### src/gps_pkg.sv
package gps_pkg;

   localparam int ACC_W          = 19;   // Correlator accumulation width
   localparam int PKT_COUNT_W    = 9;    // Packet counters from the sample feed
   localparam int SAMPLE_COUNT_W = 32;
   localparam int LEDR_W         = 18;   // Red LED bank
   localparam int NIBBLE_W       = 4;
   localparam int SEG_W          = 7;    // Segments a to g
   localparam int DIV_W          = 4;    // Sample clock divider counter

   localparam int NUM_DIGITS     = 8;
   // Digits 4 to 0 carry a correlation value, the rest go dark
   localparam int CORR_DIGITS    = 5;

   typedef logic [ACC_W-1:0]          acc_t;
   typedef logic [PKT_COUNT_W-1:0]    pkt_count_t;
   typedef logic [SAMPLE_COUNT_W-1:0] sample_count_t;
   typedef logic [LEDR_W-1:0]         ledr_t;
   typedef logic [NIBBLE_W-1:0]       nibble_t;
   typedef logic [SEG_W-1:0]          segments_t;   // Bit 0 is a, bit 6 is g
   typedef logic [DIV_W-1:0]          div_count_t;

   // Toggle every 9 cycles of clk_16_8, slow clock period of 18
   localparam div_count_t SAMPLE_DIV_RELOAD = div_count_t'(8);

   // Segments light at 0
   localparam segments_t SEG_BLANK = '1;

endpackage

### src/correlator_capture.sv
module correlator_capture import gps_pkg::*; (
   input  logic clk_16_8,
   input  logic i_arst_n,
   input  logic i_acc_valid,
   input  acc_t i_i_early,
   input  acc_t i_q_early,
   input  acc_t i_i_prompt,
   input  acc_t i_q_prompt,
   input  acc_t i_i_late,
   input  acc_t i_q_late,
   output acc_t o_i_early,
   output acc_t o_q_early,
   output acc_t o_i_prompt,
   output acc_t o_q_prompt,
   output acc_t o_i_late,
   output acc_t o_q_late
);

   // All six load together so the display never mixes two periods
   always_ff @(posedge clk_16_8 or negedge i_arst_n) begin
      if (!i_arst_n) begin
         o_i_early  <= '0;
         o_q_early  <= '0;
         o_i_prompt <= '0;
         o_q_prompt <= '0;
         o_i_late   <= '0;
         o_q_late   <= '0;
      end else if (i_acc_valid) begin
         o_i_early  <= i_i_early;   // Early arm
         o_q_early  <= i_q_early;
         o_i_prompt <= i_i_prompt;  // Prompt arm
         o_q_prompt <= i_q_prompt;
         o_i_late   <= i_i_late;    // Late arm
         o_q_late   <= i_q_late;
      end
   end

endmodule

### src/display_select.sv
module display_select import gps_pkg::*; (
   input  logic          clk_16_8,
   input  logic          i_arst_n,
   input  logic          i_sw_q_i,
   input  logic          i_sw_el_p,
   input  logic          i_sw_e_l,
   input  logic          i_sw_pkt,
   input  logic          i_sw_pkt_good,
   input  logic          i_sw_count,
   input  acc_t          i_i_early,
   input  acc_t          i_q_early,
   input  acc_t          i_i_prompt,
   input  acc_t          i_q_prompt,
   input  acc_t          i_i_late,
   input  acc_t          i_q_late,
   input  pkt_count_t    i_good_pkt_count,
   input  pkt_count_t    i_missed_count,
   input  sample_count_t i_sample_count,
   output ledr_t         o_ledr,
   output nibble_t       o_digit [NUM_DIGITS],
   output logic          o_blank [NUM_DIGITS]
);

   acc_t                            sel_value;
   ledr_t                           ledr_next;
   logic [NIBBLE_W*NUM_DIGITS-1:0]  digit_word;
   nibble_t                         digit_next [NUM_DIGITS];
   logic                            blank_next [NUM_DIGITS];

   // Correlation arm and component picked by the switches
   always_comb begin
      if (i_sw_el_p && i_sw_e_l) begin
         sel_value = i_sw_q_i ? i_q_early : i_i_early;
      end else if (i_sw_el_p) begin
         sel_value = i_sw_q_i ? i_q_late : i_i_late;
      end else begin
         sel_value = i_sw_q_i ? i_q_prompt : i_i_prompt;
      end
   end

   always_comb begin
      if (i_sw_pkt) begin
         ledr_next = i_sw_pkt_good ? ledr_t'(i_good_pkt_count) : ledr_t'(i_missed_count);
      end else begin
         ledr_next = sel_value[LEDR_W-1:0];          // Top bit of the value is dropped
      end
   end

   // Zero extension puts the top 3 correlation bits on digit 4
   assign digit_word = i_sw_count ? i_sample_count : (NIBBLE_W*NUM_DIGITS)'(sel_value);

   always_comb begin
      for (int k = 0; k < NUM_DIGITS; k++) begin
         digit_next[k] = digit_word[NIBBLE_W*k +: NIBBLE_W];
         blank_next[k] = !i_sw_count && (k >= CORR_DIGITS);
      end
   end

   always_ff @(posedge clk_16_8 or negedge i_arst_n) begin
      if (!i_arst_n) begin
         o_ledr <= '0;
         for (int k = 0; k < NUM_DIGITS; k++) begin
            o_digit[k] <= '0;
            o_blank[k] <= 1'b1;                      // Display dark in reset
         end
      end else begin
         o_ledr <= ledr_next;
         for (int k = 0; k < NUM_DIGITS; k++) begin
            o_digit[k] <= digit_next[k];
            o_blank[k] <= blank_next[k];
         end
      end
   end

endmodule

### src/monitor_top.sv
module monitor_top import gps_pkg::*; (
   input  logic       clk_16_8,
   input  logic       i_arst_n,
   input  logic       i_sample_valid,
   input  logic       i_acc_valid,
   input  acc_t       i_i_early,
   input  acc_t       i_q_early,
   input  acc_t       i_i_prompt,
   input  acc_t       i_q_prompt,
   input  acc_t       i_i_late,
   input  acc_t       i_q_late,
   input  pkt_count_t i_good_pkt_count,
   input  pkt_count_t i_missed_count,
   input  logic       i_sw_q_i,
   input  logic       i_sw_el_p,
   input  logic       i_sw_e_l,
   input  logic       i_sw_pkt,
   input  logic       i_sw_pkt_good,
   input  logic       i_sw_count,
   output logic       o_clk_sample,
   output logic       o_sample_tick,
   output logic       o_sample_valid_led,
   output ledr_t      o_ledr,
   output segments_t  o_hex0,
   output segments_t  o_hex1,
   output segments_t  o_hex2,
   output segments_t  o_hex3,
   output segments_t  o_hex4,
   output segments_t  o_hex5,
   output segments_t  o_hex6,
   output segments_t  o_hex7
);

   sample_count_t sample_count;
   acc_t          hold_i_early, hold_q_early;
   acc_t          hold_i_prompt, hold_q_prompt;
   acc_t          hold_i_late, hold_q_late;
   nibble_t       digit [NUM_DIGITS];
   logic          blank [NUM_DIGITS];
   segments_t     hex   [NUM_DIGITS];

   // Feed status LED
   always_ff @(posedge clk_16_8 or negedge i_arst_n) begin
      if (!i_arst_n) begin
         o_sample_valid_led <= 1'b0;
      end else begin
         o_sample_valid_led <= i_sample_valid;
      end
   end

   sample_timebase u_timebase (
      .clk_16_8       (clk_16_8),
      .i_arst_n       (i_arst_n),
      .i_sample_valid (i_sample_valid),
      .o_clk_sample   (o_clk_sample),
      .o_sample_tick  (o_sample_tick),
      .o_sample_count (sample_count)
   );

   correlator_capture u_capture (
      .clk_16_8   (clk_16_8),
      .i_arst_n   (i_arst_n),
      .i_acc_valid(i_acc_valid),
      .i_i_early  (i_i_early),
      .i_q_early  (i_q_early),
      .i_i_prompt (i_i_prompt),
      .i_q_prompt (i_q_prompt),
      .i_i_late   (i_i_late),
      .i_q_late   (i_q_late),
      .o_i_early  (hold_i_early),
      .o_q_early  (hold_q_early),
      .o_i_prompt (hold_i_prompt),
      .o_q_prompt (hold_q_prompt),
      .o_i_late   (hold_i_late),
      .o_q_late   (hold_q_late)
   );

   display_select u_select (
      .clk_16_8         (clk_16_8),
      .i_arst_n         (i_arst_n),
      .i_sw_q_i         (i_sw_q_i),
      .i_sw_el_p        (i_sw_el_p),
      .i_sw_e_l         (i_sw_e_l),
      .i_sw_pkt         (i_sw_pkt),
      .i_sw_pkt_good    (i_sw_pkt_good),
      .i_sw_count       (i_sw_count),
      .i_i_early        (hold_i_early),
      .i_q_early        (hold_q_early),
      .i_i_prompt       (hold_i_prompt),
      .i_q_prompt       (hold_q_prompt),
      .i_i_late         (hold_i_late),
      .i_q_late         (hold_q_late),
      .i_good_pkt_count (i_good_pkt_count),
      .i_missed_count   (i_missed_count),
      .i_sample_count   (sample_count),
      .o_ledr           (o_ledr),
      .o_digit          (digit),
      .o_blank          (blank)
   );

   for (genvar d = 0; d < NUM_DIGITS; d++) begin : g_digit
      seven_seg_encoder u_enc (
         .i_nibble   (digit[d]),
         .i_blank    (blank[d]),
         .o_segments (hex[d])
      );
   end

   assign o_hex0 = hex[0];   // Rightmost digit
   assign o_hex1 = hex[1];
   assign o_hex2 = hex[2];
   assign o_hex3 = hex[3];
   assign o_hex4 = hex[4];
   assign o_hex5 = hex[5];
   assign o_hex6 = hex[6];
   assign o_hex7 = hex[7];

endmodule

### src/sample_timebase.sv
module sample_timebase import gps_pkg::*; (
   input  logic          clk_16_8,
   input  logic          i_arst_n,
   input  logic          i_sample_valid,
   output logic          o_clk_sample,
   output logic          o_sample_tick,
   output sample_count_t o_sample_count
);

   div_count_t div_cnt;
   logic       div_wrap;
   logic       clk_rise;

   assign div_wrap = (div_cnt == '0);
   assign clk_rise = div_wrap && !o_clk_sample;   // Slow clock about to go high

   always_ff @(posedge clk_16_8 or negedge i_arst_n) begin
      if (!i_arst_n) begin
         div_cnt        <= '0;                    // First toggle right after reset
         o_clk_sample   <= 1'b0;
         o_sample_tick  <= 1'b0;
         o_sample_count <= '0;
      end else begin
         if (div_wrap) begin
            div_cnt      <= SAMPLE_DIV_RELOAD;
            o_clk_sample <= !o_clk_sample;
         end else begin
            div_cnt <= div_cnt - div_count_t'(1);
         end

         o_sample_tick <= clk_rise;               // High with the new high phase

         // Only samples the feed marked as good are counted
         if (clk_rise && i_sample_valid) begin
            o_sample_count <= o_sample_count + sample_count_t'(1);
         end
      end
   end

endmodule

### src/seven_seg_encoder.sv
module seven_seg_encoder import gps_pkg::*; (
   input  nibble_t   i_nibble,
   input  logic      i_blank,
   output segments_t o_segments
);

   segments_t glyph;

   // Patterns written as gfedcba, a lit segment is 0
   always_comb begin
      case (i_nibble)
         4'h0:    glyph = 7'b1000000;
         4'h1:    glyph = 7'b1111001;
         4'h2:    glyph = 7'b0100100;
         4'h3:    glyph = 7'b0110000;
         4'h4:    glyph = 7'b0011001;
         4'h5:    glyph = 7'b0010010;
         4'h6:    glyph = 7'b0000010;
         4'h7:    glyph = 7'b1111000;
         4'h8:    glyph = 7'b0000000;
         4'h9:    glyph = 7'b0010000;
         4'ha:    glyph = 7'b0001000;
         4'hb:    glyph = 7'b0000011;   // Lower case b
         4'hc:    glyph = 7'b1000110;
         4'hd:    glyph = 7'b0100001;   // Lower case d
         4'he:    glyph = 7'b0000110;
         default: glyph = 7'b0001110;   // F
      endcase
   end

   assign o_segments = i_blank ? SEG_BLANK : glyph;

endmodule

### config.mk
export PLATFORM = sky130hd
export DESIGN_NAME = monitor_top
export DESIGN_NICKNAME = d
export VERILOG_FILES = /design/src/gps_pkg.sv /design/src/correlator_capture.sv /design/src/display_select.sv /design/src/monitor_top.sv /design/src/sample_timebase.sv /design/src/seven_seg_encoder.sv
export SDC_FILE = /design/constraint.sdc
export NUM_CORES = 1
export LEC_CHECK = 0
export BUFFER_PORTS_ARGS = -buffer_cell sky130_fd_sc_hd__buf_2
export CAP_MARGIN = 20
export CORE_MARGIN = 3
export CORE_UTILIZATION = 55
export CTS_CLUSTER_DIAMETER = 30
export DETAILED_ROUTE_END_ITERATION = 8
export PLACE_DENSITY = 0.79
export SYNTH_ARGS = -nofsm -noshare
export SYNTH_HDL_FRONTEND = slang
export SYNTH_HIERARCHICAL = 1
export SYNTH_SLANG_ARGS = --single-unit
### constraint.sdc
create_clock -name clk_16_8 -period 2.35 [get_ports clk_16_8]
set_clock_uncertainty 0.1 [all_clocks]
set_input_delay 0.235 -clock clk_16_8 [delete_from_list [all_inputs] [get_ports clk_16_8]]
set_output_delay 0.235 -clock clk_16_8 [all_outputs]
set_load 0.02 [all_outputs]
Word-level counts from Yosys, hierarchy flattened

Memories as Yosys holds them, arrays and structs flattened.
Cells that the tools add are included.
W data, S select, Z words.

Flip-flop bits (word level): 205
Memory bits (read-only): 896
Bits of input ports: 142
Output and inout port bits: 77
Word-level logic and storage cells: 55
Memories: 8

Add/sub/neg operators: 2
Muxes and demuxes: 17
Reductions and logical operators: 6

Memory list:

| name             | words | bits a word | read ports | clocked after memory_dff | write ports | RTL line                | RTL |
|---|---|---|---|---|---|---|---|
| (name not given) | 16    | 7           | 1          | 0                        | 0           | seven_seg_encoder.sv:11 | `case (i_nibble)` |
| (name not given) | 16    | 7           | 1          | 0                        | 0           | seven_seg_encoder.sv:11 |  |
| (name not given) | 16    | 7           | 1          | 0                        | 0           | seven_seg_encoder.sv:11 |  |
| (name not given) | 16    | 7           | 1          | 0                        | 0           | seven_seg_encoder.sv:11 |  |
| (name not given) | 16    | 7           | 1          | 0                        | 0           | seven_seg_encoder.sv:11 |  |
| (name not given) | 16    | 7           | 1          | 0                        | 0           | seven_seg_encoder.sv:11 |  |
| 2 more memories  | n/a   | n/a         | n/a        | n/a                      | n/a         | n/a                     |  |

Operator list:

| cell                    | count |
|---|---|
| $mux W19                | 5 |
| $mux W7                 | 8 |
| $add A32 B1 Y32 const B | 1 |
| $mux W32                | 1 |
| $mux W18                | 1 |
| $mux W9                 | 1 |
| $logic_not A4 Y1        | 1 |
| $mux W4                 | 1 |
| $sub A4 B1 Y4 const B   | 1 |
| $logic_and A1 B1 Y1     | 3 |
| $logic_not A1 Y1        | 2 |

Depth between registers and ports, before layout

Gate-level depths: netlist of run 1.

Depth after elaboration: 4
Depth in mapped cells: 6
Mapped depth without buffers: 5

Modules after synthesis

The synthesis of run 1 kept the hierarchy.

By module, submodules not included:

| module             | instances | cells an instance | area each (um^2) | sequential area each (um^2) |
|---|---|---|---|---|
| correlator_capture | 1         | 241               | 4480.5           | 2852.7 |
| display_select     | 1         | 269               | 2904.0           | 1303.8 |
| seven_seg_encoder  | 8         | 35                | 299.0            | 0.0 |
| sample_timebase    | 1         | 154               | 1744.2           | 950.9 |
| monitor_top        | 1         | 1                 | 25.0             | 25.0 |

Least setup slack after synthesis of run 1

No wires, ideal clock.

Kind: register to register
From: register u_timebase.div_cnt[0]
To: register u_timebase.o_sample_count[26]
Library setup time: 0.123 ns
Data arrival time: 1.874 ns
Data required time: 2.127 ns
Path slack: 0.253 ns
Stages on the path, launching flop included: 7
Buffers on the path: 2
Clock period less this slack: 2.097 ns
Path through: dfrtp_1 -> or4_4 -> buf_6 -> nor4_4 -> buf_6 -> nand4_1 -> xnor2_1

Word-level cells in the longest chain between the ends: 3

Ends and longest elaborated chain:

| what                   | RTL line              | RTL |
|---|---|---|
| from (decl)            | sample_timebase.sv:10 | `div_count_t div_cnt;` |
| from (signal assigned) | sample_timebase.sv:28 | `div_cnt <= div_cnt - div_count_t'(1);` |
| $logic_not A4 Y1       | sample_timebase.sv:14 | `assign div_wrap = (div_cnt == '0);` |
| $logic_and A1 B1 Y1    | sample_timebase.sv:15 | `assign clk_rise = div_wrap && !o_clk_sample;` |
| $logic_and A1 B1 Y1    | sample_timebase.sv:34 | `if (clk_rise && i_sample_valid) begin` |
| to (signal assigned)   | sample_timebase.sv:35 | `o_sample_count <= o_sample_count + sample_count_t'(1);` |
| to (decl)              | sample_timebase.sv:7  | `output sample_count_t o_sample_count` |

Every way passes these cells.
A chain may end at the register's enable or synchronous reset.

Worst setup path after layout of run 1

From: register u_select/o_digit[25] (netlist bit)
To: output port o_hex1[5]

Word-level cells in the longest chain between the ends: 2

Ends and longest elaborated chain:

| what                              | RTL line                | RTL |
|---|---|---|
| from (decl)                       | display_select.sv:20    | `output nibble_t o_digit [NUM_DIGITS],` |
| from (signal, indexed assignment) | display_select.sv:69    | `o_digit[k] <= digit_next[k];` |
| $mem_v2 Z16 W7                    | n/a                     |  |
| $mux W7                           | seven_seg_encoder.sv:31 | `assign o_segments = i_blank ? SEG_BLANK : glyph;` |
| to (decl)                         | monitor_top.sv:25       | `output segments_t o_hex1,` |

Every way passes these cells.

==> impl_metrics.csv, run 1 <==
group,metric,value,unit
clock_network,cts_sinks,205,
pwr,finalPower,0.01165,W
route,via_count,9377,
worst_setup_path,crit_path_start_kind,"flop",
logic_synthesis,synthesis.nets,1144,
route,drt-total-wl,35100,µm
flow_run,cap_violations,0,
logic_synthesis,synth_compound_area_share,8.550,%
die,fp.coreArea,20430,µm²
global_routing,grt_max_degree,62,
clock_network,cts.clk_slew.worst_paths,0.05,ns
placement,dp_slack,0.2120,ns
cells_and_area,nets,1552,
sta,final_max_slew_viol_count,0,
global_routing,grt_util_all_layers,30.09,%
worst_hold_path,min_path_type,"in -> reg",
worst_setup_path,r2r_slack,0.21,ns
die,die-area,22770,µm²
die,initial_core_util,56.52,%
worst_setup_path,crit_arrival,2.02,ns
status,status,"finished with violations",
clock_network,clockBufferDepth,3,
logic_synthesis,postSynth.asyncResetShare,100.0,%
sta,fin_ws,-0.009572,ns
sta,finalHoldViolCount,0,
route,drc,0,
logic_synthesis,netlist-cell-type-count,54,
placement,port_buffers,218,
worst_setup_path,crit_path_end_kind,"output port",
logic_synthesis,synth_area,11550,µm²
sta,fmax,423.8,MHz
route,wl_met2,17670,µm
logic_synthesis,yosys.area.top_type,"dfrtp_1",
global_routing,grt_pass1_wl,53060,µm
cells_and_area,nFillCells,1135,
logic_synthesis,avgSynthCellArea,12.22,µm²
placement,place_area,12720,µm²
logic_synthesis,synth_top_area_share,44.00,%
pwr,ir_worst_vdd,579.3,µV
worst_setup_path,cp_max_fo,5,
logic_synthesis,synth.most_common_cell,"dfrtp_1",
route,wire_per_inst,21.19,µm
route,drt_first_pass_iters,6,
sta,whs,0.02086,ns
die,num_rows,52,
global_routing,grt_overflow,0,
clock_network,cts-root-buf,"clkbuf_16",
route,met1_length,13980,µm
logic_synthesis,syn_inst,945,
route,wl_met3,2132,µm
clock_network,cts_max_level,2,
logic_synthesis,synth_edf_count,0,
status,violations,"setup timing",
logic_synthesis,ys_ff_latch,205,
route,dr.first_iter.drc_count,550,
cells_and_area,areaGrowthSynthToFinish,40.25,%
placement,dpl.hpwl,20090,µm
worst_setup_path,path_class,"reg -> out",
logic_synthesis,synth_xor_area_share,2.427,%
sta,max_slew_margin,59.70,%
worst_setup_path,cp_data_required_time,2.02,ns
die,io_pins,219,
logic_synthesis,synth_fa_ha_area_share,6.177,%
cells_and_area,final_cell_area,16190,µm²
clock_network,cts_buffers,38,
sta,post-route-min-period,2.360,ns
logic_synthesis,synthSimpleGateAreaFrac,10.48,%
logic_synthesis,ys_top_cells_by_count,"dfrtp_1, mux2_2, mux2i_1",
sta,rsz0062_at_grt,"true",
die,die_w,150.9,µm
die,die_height,150.9,µm
route,highest_layer,"met4",
cells_and_area,drive_gt1_share,43.99,%
global_routing,first_global_vias,9782,
route,detail_route.vias_per_cell,5.662,
global_routing,antenna_found_initial,4,
cells_and_area,post-route-util,79.26,%
logic_synthesis,yosysSeqAreaShare,44.45,%
logic_synthesis,synthMuxAreaShare,22.49,%
logic_synthesis,ys.flop_type,"dfrtp_1",
logic_synthesis,synth.area.top_cells,"dfrtp_1, mux2_4, mux2_2, ha_1, mux2i_1",
placement,gp_congestion,0.8496,
pwr,leakage,7.529,nW
logic_synthesis,synth_top_family_by_area,"multiplexers",
pwr,p_per_area,719.7,nW/µm²
logic_synthesis,yosysWarnings,6,
route,postRouteAntennaNets,0,
sta,fin_crit_sh,100.4,%
clock_network,cts_tree,"built",
sta,finalSetupViolCount,1,
clock_network,clock_latency,0.50,ns
sta,worstMarginPinSlew,0.6045,ns
==> worst max-delay path, stage by stage (launching register included) <==
cell and delay [ns]:
dfrtp_1 0.38, inv_2 0.09, buf_4 0.14, ha_1 0.20
mux2_1 0.30, a211o_1 0.27, buf_6 0.14
==> layer usage <==
layer | vias to the layer above | track usage [%]
li1 | 4236 | -
met5 | - | 0
met4 | 0 | 12.10
met1 | 4651 | 37.27
met2 | 400 | 52.04
met3 | 90 | 5.625
==> kinds of logic after synthesis <==
kind of cell	count (synthesis)
flops	205
other cells	1
xor+xnor	32
buf+inv	87
fa+ha+maj	57
mux	218
simple gates	219
compound gates	126
==> area by class of cell <==
type	instances	area, µm²	area share, %
clock inverters	25	251.5	1.553
repair buffers	427	3232	19.96
inverters	28	110.1	0.6800
multi-input cells	653	6056	37.40
diodes	4	10.01	0.06181
clock buffers	44	1045	6.452
well taps	270	337.8	2.086
flip-flops and latches	205	5151	31.81
==> repair_timing <==
| action | CTS | global route |
|---|---|---|
| buffers inserted | 51 | 9 |
| pin swaps | 14 | 25 |
| resized for setup | 78 | 61 |
| hold buffers | 125 | 0 |
| endpoints found under the hold margin | 179 | 0 |
| setup endpoints to repair | 31 | 27 |
==> power by group <==
| part | switching [W] | internal [W] | total (W) |
|---|---|---|---|
| clock | 0.00194 | 0.00347 | 0.00541 |
| sequential | 0.000275 | 0.00383 | 0.00410 |
| combinational | 0.00103 | 0.00111 | 0.00214 |
| total | 0.00325 | 0.00841 | 0.0117 |
==> per-stage QoR <==
stage	TNS (ns)	instances
floorplan	0	945
detailed placement	0	1398
finish	-0.009572	1656
global placement	0	1398
CTS	-0.06557	1643
global route	-0.4585	1656
==> flip-flops by register name, summed over array words and instances, names as in the netlist <==
signal                     cells
u_capture/o_i_early           19
u_timebase/o_clk_sample        1
o_sample_valid_led             1
u_capture/o_i_prompt          19
u_timebase/div_cnt             4
u_select/o_blank               2
u_timebase/o_sample_count     32
u_timebase/o_sample_tick       1
u_capture/o_q_prompt          19
u_capture/o_q_late            19
u_capture/o_q_early           19
u_select/o_digit              32
u_capture/o_i_late            19
u_select/o_ledr               18
==> cell usage in the layout, fill, tap and decap left out, drive strengths merged, types with 12 or more instances in the layout <==
| master | synthesis | routed |
|---|---|---|
| a32oi | 16 | 16 |
| o21ai | 20 | 20 |
| a221o | 16 | 16 |
| xnor2 | 25 | 25 |
| nand2b | 18 | 18 |
| nand4 | 15 | 15 |
| and3 | 12 | 12 |
| mux2 | 151 | 151 |
| a21oi | 13 | 13 |
| nor2b | 31 | 31 |
| and2 | 17 | 17 |
| nand2 | 45 | 45 |
| dlygate4sd3 | 0 | 125 |
| buf | 51 | 301 |
| mux2i | 67 | 67 |
| clkbuf | 8 | 45 |
| ha | 57 | 57 |
| nand3 | 15 | 15 |
| dfrtp | 203 | 203 |
| inv | 28 | 37 |
| nor2 | 31 | 31 |
| nor3 | 18 | 18 |
==> final timing paths <==
check / startpoint / end / depth (start not counted)
worst max register to register: u_timebase/div_cnt[0]$_DFF_PN0_ / u_timebase/o_sample_count[9]$_DFFE_PN0P_ / 4
worst max-delay path: u_select/o_digit[25]$_DFF_PN0_ / o_hex1[5] / 6
worst min-delay path: i_missed_count[5] / u_select/o_ledr[5]$_DFF_PN0_ / 4
worst min register to register: u_timebase/o_sample_count[31]$_DFFE_PN0P_ / u_timebase/o_sample_count[31]$_DFFE_PN0P_ / 1
max in group asynchronous: i_arst_n / u_capture/o_i_prompt[16]$_DFFE_PN0P_ / 3
min in group asynchronous: i_arst_n / u_select/o_digit[6]$_DFF_PN0_ / 2
(Power assumes the default switching activity.)
==> inputs of run 2 (changes only) <==
Settings changed: CORE_UTILIZATION 55 to 30, CTS_BUF_LIST from default to sky130_fd_sc_hd__clkbuf_2, PLACE_DENSITY 0.79 to default.
Clock period 2.35 ns to 2 ns, I/O delays scaled along.
==> impl_metrics.csv, run 2 <==
group,metric,value,unit
logic_synthesis,yosysSeqAreaShare,44.45,%
clock_network,cts_setup_buffers,59,
logic_synthesis,ys.flop_type,"dfrtp_1",
die,io_pins,219,
logic_synthesis,yosysWarnings,6,
logic_synthesis,synth_edf_count,0,
clock_network,cts_sinks,205,
clock_network,cts-root-buf,"clkbuf_2",
status,stop_stage,"4_1_cts",
clock_network,cts_max_level,2,
clock_network,cts_hold_buffers,367,
logic_synthesis,avgSynthCellArea,12.22,µm²
logic_synthesis,synthesis.nets,1144,
placement,dp_slack,0.01816,ns
die,num_rows,71,
logic_synthesis,syn_inst,945,
logic_synthesis,synth_top_area_share,44.00,%
die,initial_core_util,30.51,%
logic_synthesis,synth_area,11550,µm²
logic_synthesis,synth.most_common_cell,"dfrtp_1",
logic_synthesis,netlist-cell-type-count,54,
logic_synthesis,ys_ff_latch,205,
clock_network,post_cts_resized,239,
die,die_height,202.2,µm
clock_network,cts_buffers,54,
logic_synthesis,ys_top_cells_by_count,"dfrtp_1, mux2_2, mux2i_1",
logic_synthesis,synth.area.top_cells,"dfrtp_1, mux2_4, mux2_2, ha_1, mux2i_1",
clock_network,clockBufferDepth,3,
die,die_w,202.2,µm
placement,gp_congestion,0.8147,
logic_synthesis,postSynth.asyncResetShare,100.0,%
placement,port_buffers,218,
placement,dpl.hpwl,23450,µm
status,firstError,"[ERROR RSZ-0060] Max buffer count reached.",
status,status,"did not finish",
logic_synthesis,yosys.area.top_type,"dfrtp_1",
run 2: through the flow:
stage,instances,hold WS [ns],area (µm²)
2_1_floorplan,945,-0.1956,11550
3_3_place_gp,1671,0.1098,13340
3_5_place_dp,1671,0.1134,13340
run 2: logic make-up after synthesis:
group | Yosys count | synth area share (%)
and+or+nand+nor | 219 | 10.48
muxes | 218 | 22.49
DFF | 205 | 44.45
AOI/OAI and AO/OA | 126 | 8.550
buffers and inverters | 87 | 5.397
adders and majority gates | 57 | 6.177
xor gates and xnor gates | 32 | 2.427
other | 1 | 0.03248
==> inputs of run 3 (changes only) <==
Settings changed: CORE_UTILIZATION 30 to 20, CTS_BUF_LIST sky130_fd_sc_hd__clkbuf_2 to default, CTS_CLUSTER_DIAMETER 30 to default, PLACE_DENSITY_LB_ADDON from default to 0.15.
Clock period 2 ns to 2.6 ns, I/O delays scaled along.
==> impl_metrics.csv, run 3 (same netlist as run 1, synthesis figures left out) <==
group,metric,value,unit
route,wl_met3,2351,µm
clock_network,cts_sinks,205,
route,via_count,8558,
route,detail_route.vias_per_cell,4.138,
clock_network,clockBufferDepth,3,
die,fp.coreArea,56710,µm²
global_routing,grt_pass1_wl,57280,µm
sta,max_slew_margin,58.47,%
pwr,leakage,7.037,nW
worst_setup_path,crit_path_end_kind,"output port",
placement,dp_slack,0.3693,ns
global_routing,grt_util_all_layers,12.42,%
worst_setup_path,path_class,"reg -> out",
placement,gp_congestion,0.7394,
worst_setup_path,crit_arrival,2.18,ns
global_routing,first_global_vias,8982,
die,io_pins,219,
global_routing,grt_max_degree,68,
status,status,"finished clean",
clock_network,clock_latency,0.54,ns
pwr,ir_worst_vdd,410.1,µV
clock_network,cts_buffers,26,
clock_network,cts-root-buf,"clkbuf_16",
pwr,p_per_area,590.1,nW/µm²
route,drc,0,
cells_and_area,final_cell_area,15590,µm²
route,met1_length,17940,µm
route,drt-total-wl,38120,µm
route,wire_per_inst,18.44,µm
die,initial_core_util,20.36,%
route,postRouteAntennaNets,0,
worst_setup_path,crit_path_start_kind,"flop",
placement,dpl.hpwl,28270,µm
global_routing,antenna_found_initial,6,
worst_setup_path,cp_max_fo,5,
sta,final_max_slew_viol_count,0,
clock_network,cts_max_level,1,
die,die-area,60650,µm²
die,die_height,246.3,µm
placement,place_area,13350,µm²
flow_run,cap_violations,0,
die,num_rows,87,
sta,fin_crit_sh,97.76,%
sta,finalHoldViolCount,0,
sta,worstMarginPinSlew,0.6223,ns
worst_setup_path,cp_data_required_time,2.24,ns
sta,post-route-min-period,2.542,ns
cells_and_area,reg_top3,"u_select/o_digit: 32 flops, u_timebase/o_sample_count: 32 flops",
clock_network,cts_tree,"built",
die,die_w,246.3,µm
sta,fmax,393.4,MHz
sta,fin_ws,0.05837,ns
route,highest_layer,"met5",
route,dr.first_iter.drc_count,431,
clock_network,cts.clk_slew.worst_paths,0.06,ns
sta,whs,0.03606,ns
cells_and_area,nets,1490,
route,wl_met2,17160,µm
pwr,finalPower,0.009202,W
sta,finalSetupViolCount,0,
cells_and_area,drive_gt1_share,37.61,%
cells_and_area,areaGrowthSynthToFinish,35.05,%
placement,port_buffers,218,
sta,fin_setup_tns,0,ns
route,drt_first_pass_iters,4,
global_routing,grt_overflow,0,
cells_and_area,mostFrequentLayoutCells,"buf_2, dfrtp_1, dlygate4sd3_1",
cells_and_area,final_common_cell,"buf_2",
worst_hold_path,min_path_type,"in -> reg",
-- run 3: cell type report --
type                            instances  area [µm²]
Fill cell                            5947       41120
Multi-Input combinational cell        653        5806
Sequential cell                       205        5147
Timing Repair Buffer                  377        2690
Tap cell                              756       945.9
Clock buffer                           34       742.0
Clock inverter                         11       143.9
Inverter                               28       107.6
Antenna cell                            4       10.01
-- run 3: metrics by stage --
stage | utilization [%] | std cells
global placement | 23.55 | 1886
detailed placement | 23.55 | 1886
finish | 27.49 | 2068
CTS | 27.35 | 2058
floorplan | - | 945
global route | 27.49 | 2067
-- run 3: what timing repair did --
action,4_1_cts,5_1_grt
hold endpoints to repair,176,0
resized for setup,16,15
buffers inserted,5,6
hold buffers,122,0
setup endpoints to repair,19,7
pin swaps,0,1
-- run 3: path summary, 6_finish.rpt --
kind / startpoint / endpoint / cells past startpoint / slack [ns]
max: u_select/o_digit[21]$_DFF_PN0_ / o_hex2[1] / 5 / 0.06
min: i_missed_count[7] / u_select/o_ledr[7]$_DFF_PN0_ / 4 / 0.04
max reg2reg: u_timebase/div_cnt[0]$_DFF_PN0_ / u_timebase/o_sample_count[9]$_DFFE_PN0P_ / 4 / 0.51
min reg2reg: u_timebase/o_sample_count[31]$_DFFE_PN0P_ / u_timebase/o_sample_count[31]$_DFFE_PN0P_ / 1 / 0.36
max in group asynchronous: i_arst_n / u_capture/o_i_early[12]$_DFFE_PN0P_ / 3 / 1.48
min in group asynchronous: i_arst_n / u_capture/o_q_late[6]$_DFFE_PN0P_ / 2 / 0.15
-- run 3: worst max-delay path: stages (launching register included) --
cell	delay [ns]
dfrtp_2	0.48
inv_2	0.13
ha_1	0.23
or2_2	0.31
a311o_1	0.33
buf_2	0.17
-- run 3: per-layer routing --
| metal | vias up | global-route usage, % |
|---|---|---|
| li1 | 4095 | - |
| met1 | 4201 | 17.39 |
| met2 | 216 | 19.71 |
| met3 | 42 | 2.525 |
| met4 | 4 | 2.711 |
| met5 | - | 0 |
-- run 3: power by group --
group / switching [W] / internal (W)
Combinational: 0.000869 / 0.000854
Clock: 0.00147 / 0.00230
Sequential: 0.000255 / 0.00345
Total: 0.00260 / 0.00661
==> inputs of run 4 (changes only) <==
Settings changed: CORE_MARGIN 3 to default, CTS_CLUSTER_SIZE from default to 16.
==> impl_metrics.csv, run 4 (same netlist as run 1, synthesis figures left out) <==
group,metric,value,unit
sta,final_max_slew_viol_count,0,
global_routing,grt_overflow,0,
sta,post-route-min-period,2.529,ns
worst_setup_path,worstPathCellList,"inv_4 > ha_1 > or2_2 > a311o_1 > buf_2",
worst_setup_path,path_class,"reg -> out",
sta,rsz0062_at_grt,"true",
worst_setup_path,r2r_slack,0.49,ns
clock_network,clock_latency,0.56,ns
pwr,p_int,0.006866,W
die,initial_core_util,20.36,%
global_routing,antenna_found_initial,5,
global_routing,grt_pass1_wl,58080,µm
pwr,p_sw_share,28.01,%
die,fp.coreArea,56710,µm²
route,postRouteAntennaNets,0,
global_routing,first_global_vias,9065,
pwr,power_switching,0.002671,W
die,num_rows,87,
sta,max_slew_margin,57.19,%
cells_and_area,final_common_cell,"buf_2",
cells_and_area,mostFrequentLayoutCells,"buf_2, dfrtp_1, dlygate4sd3_1",
sta,fmax,395.3,MHz
clock_network,cts_sinks,205,
cells_and_area,drive_gt1_share,38.20,%
cells_and_area,reg_top3,"u_select/o_digit: 32 flops, u_timebase/o_sample_count: 32 flops",
clock_network,cts_max_level,1,
sta,fin_crit_sh,97.29,%
sta,fin_ws,0.07050,ns
die,die-area,58690,µm²
worst_hold_path,holdPathStages,2,
worst_setup_path,cp_max_fo,5,
worst_setup_path,crit_arrival,2.17,ns
die,io_pins,219,
pwr,ir_worst_vdd,454.0,µV
route,dr.first_iter.drc_count,327,
route,wire_per_inst,18.49,µm
cells_and_area,post-route-util,27.84,%
cells_and_area,nets,1500,
worst_setup_path,rr_endpoint,"u_timebase/o_sample_count[14]$_DFFE_PN0P_",
worst_setup_path,crit_path_start_kind,"flop",
flow_run,cap_violations,0,
worst_hold_path,min_path_type,"in -> reg",
pwr,p_per_area,604.0,nW/µm²
global_routing,grt_max_degree,69,
worst_setup_path,timing.rr.start,"u_timebase/div_cnt[0]$_DFF_PN0_",
global_routing,grt_util_all_layers,12.94,%
placement,dpl.hpwl,28910,µm
worst_setup_path,crit_family,"flip-flops",
route,drt_first_pass_iters,4,
worst_setup_path,crit_path_end_kind,"output port",
worst_setup_path,ff2ff_path_depth,4,
route,via_count,8613,
clock_network,clockBufferDepth,3,
placement,placed_cells_incl_taps,1889,
worst_hold_path,worstHoldStart,"i_acc_valid",
cells_and_area,final_cells,2082,
route,detail_route.vias_per_cell,4.137,
pwr,finalPower,0.009537,W
pwr,combPwrFrac,18.3,%
placement,dp_slack,0.3461,ns
sta,finalHoldViolCount,0,
worst_setup_path,critPathMaxStageDelay,0.48,ns
placement,port_buffers,218,
route,drt-total-wl,38490,µm
clock_network,cts.clk_slew.worst_paths,0.06,ns
worst_hold_path,min_delay_worst_endpoint,"u_capture/o_i_late[14]$_DFFE_PN0P_",
pwr,leakage,7.122,nW
die,die_height,242.3,µm
cells_and_area,areaGrowthSynthToFinish,36.75,%
pwr,p_clk_share,42.5,%
route,drc,0,
pwr,seqPwrFrac,39.1,%
status,status,"finished clean",
worst_setup_path,cp_data_required_time,2.24,ns
clock_network,cts_tree,"built",
sta,finalSetupViolCount,0,
sta,worstMarginPinSlew,0.6354,ns
worst_setup_path,path_buf_inv,2,
clock_network,cts_buffers,27,
placement,gp_congestion,0.7682,
clock_network,cts-root-buf,"clkbuf_16",
worst_setup_path,slowest_stage,"dfrtp_2",
die,die_w,242.3,µm
run 4: cell count changes in the layout (fill, tap and decap cells not counted), moves of 3 or more:
cell | previous run | this run
dfrtp_1 | 191 | 188
clkbuf_1 | 3 | 6
inv_4 | 1 | 4
dfrtp_2 | 12 | 15
dlygate4sd3_1 | 122 | 127
run 4: layer usage:
layer / share of wire, % / up-vias / GRT usage (%)
li1: - / 4139 / -
met1: 47 / 4228 / 17.67
met2: 46 / 200 / 21.09
met3: 4.8 / 44 / 2.260
met4: 1.8 / 2 / 3.090
met5: 0.036 / - / 0
run 4: through the flow:
step,area [µm²],hold WS (ns),setup TNS [ns]
detailed placement,13390,0.1954,0
CTS,15690,0.001605,-0.004997
finish,15790,0.03296,0
global placement,13390,0.1955,0
global route,15790,0.01669,-0.008305
floorplan,11550,-0.1356,0
run 4: cell type report:
class / instances / area, µm²
flip-flops and latches: 205 / 5151
multi-input cells: 653 / 5811
repair buffers: 386 / 2793
clock buffers: 37 / 753.2
fillers: 5932 / 40920
inverters: 28 / 115.1
clock inverters: 13 / 210.2
diodes: 4 / 10.01
well taps: 756 / 945.9
run 4: what timing repair did:
action                                  CTS  global route
buffers inserted                          6             6
endpoints found under the hold margin   180             0
hold buffers                            127             0
endpoints found under the setup margin   19            15
pin swaps                                 0             2
resized for setup                        23            21
run 4: worst max path at each step:
stage | from | end | slack, ns | depth (start not counted)
CTS | u_select/o_digit[12]$_DFF_PN0_ | o_hex4[5] | -0.005 | 5
detailed placement | u_select/o_digit[12]$_DFF_PN0_ | o_hex4[1] | 0.35 | 5
global route | u_select/o_digit[24]$_DFF_PN0_ | o_hex1[5] | -0.006 | 5
finish | u_select/o_digit[25]$_DFF_PN0_ | o_hex1[1] | 0.07 | 5
floorplan | u_timebase/div_cnt[0]$_DFF_PN0_ | u_timebase/o_sample_count[26]$_DFFE_PN0P_ | 0.50 | 6
global placement | u_select/o_digit[12]$_DFF_PN0_ | o_hex4[1] | 0.32 | 5
run 4: power groups by stage:
stage	Combinational [W]	Sequential, W	Clock, W
6_report	0.00175	0.00373	0.00406
3_3_place_gp	0.00155	0.00382	0
3_5_place_dp	0.00155	0.00380	0
2_1_floorplan	0.00101	0.00367	0
5_1_grt	0.00191	0.00377	0.00434
4_1_cts	0.00175	0.00374	0.00421
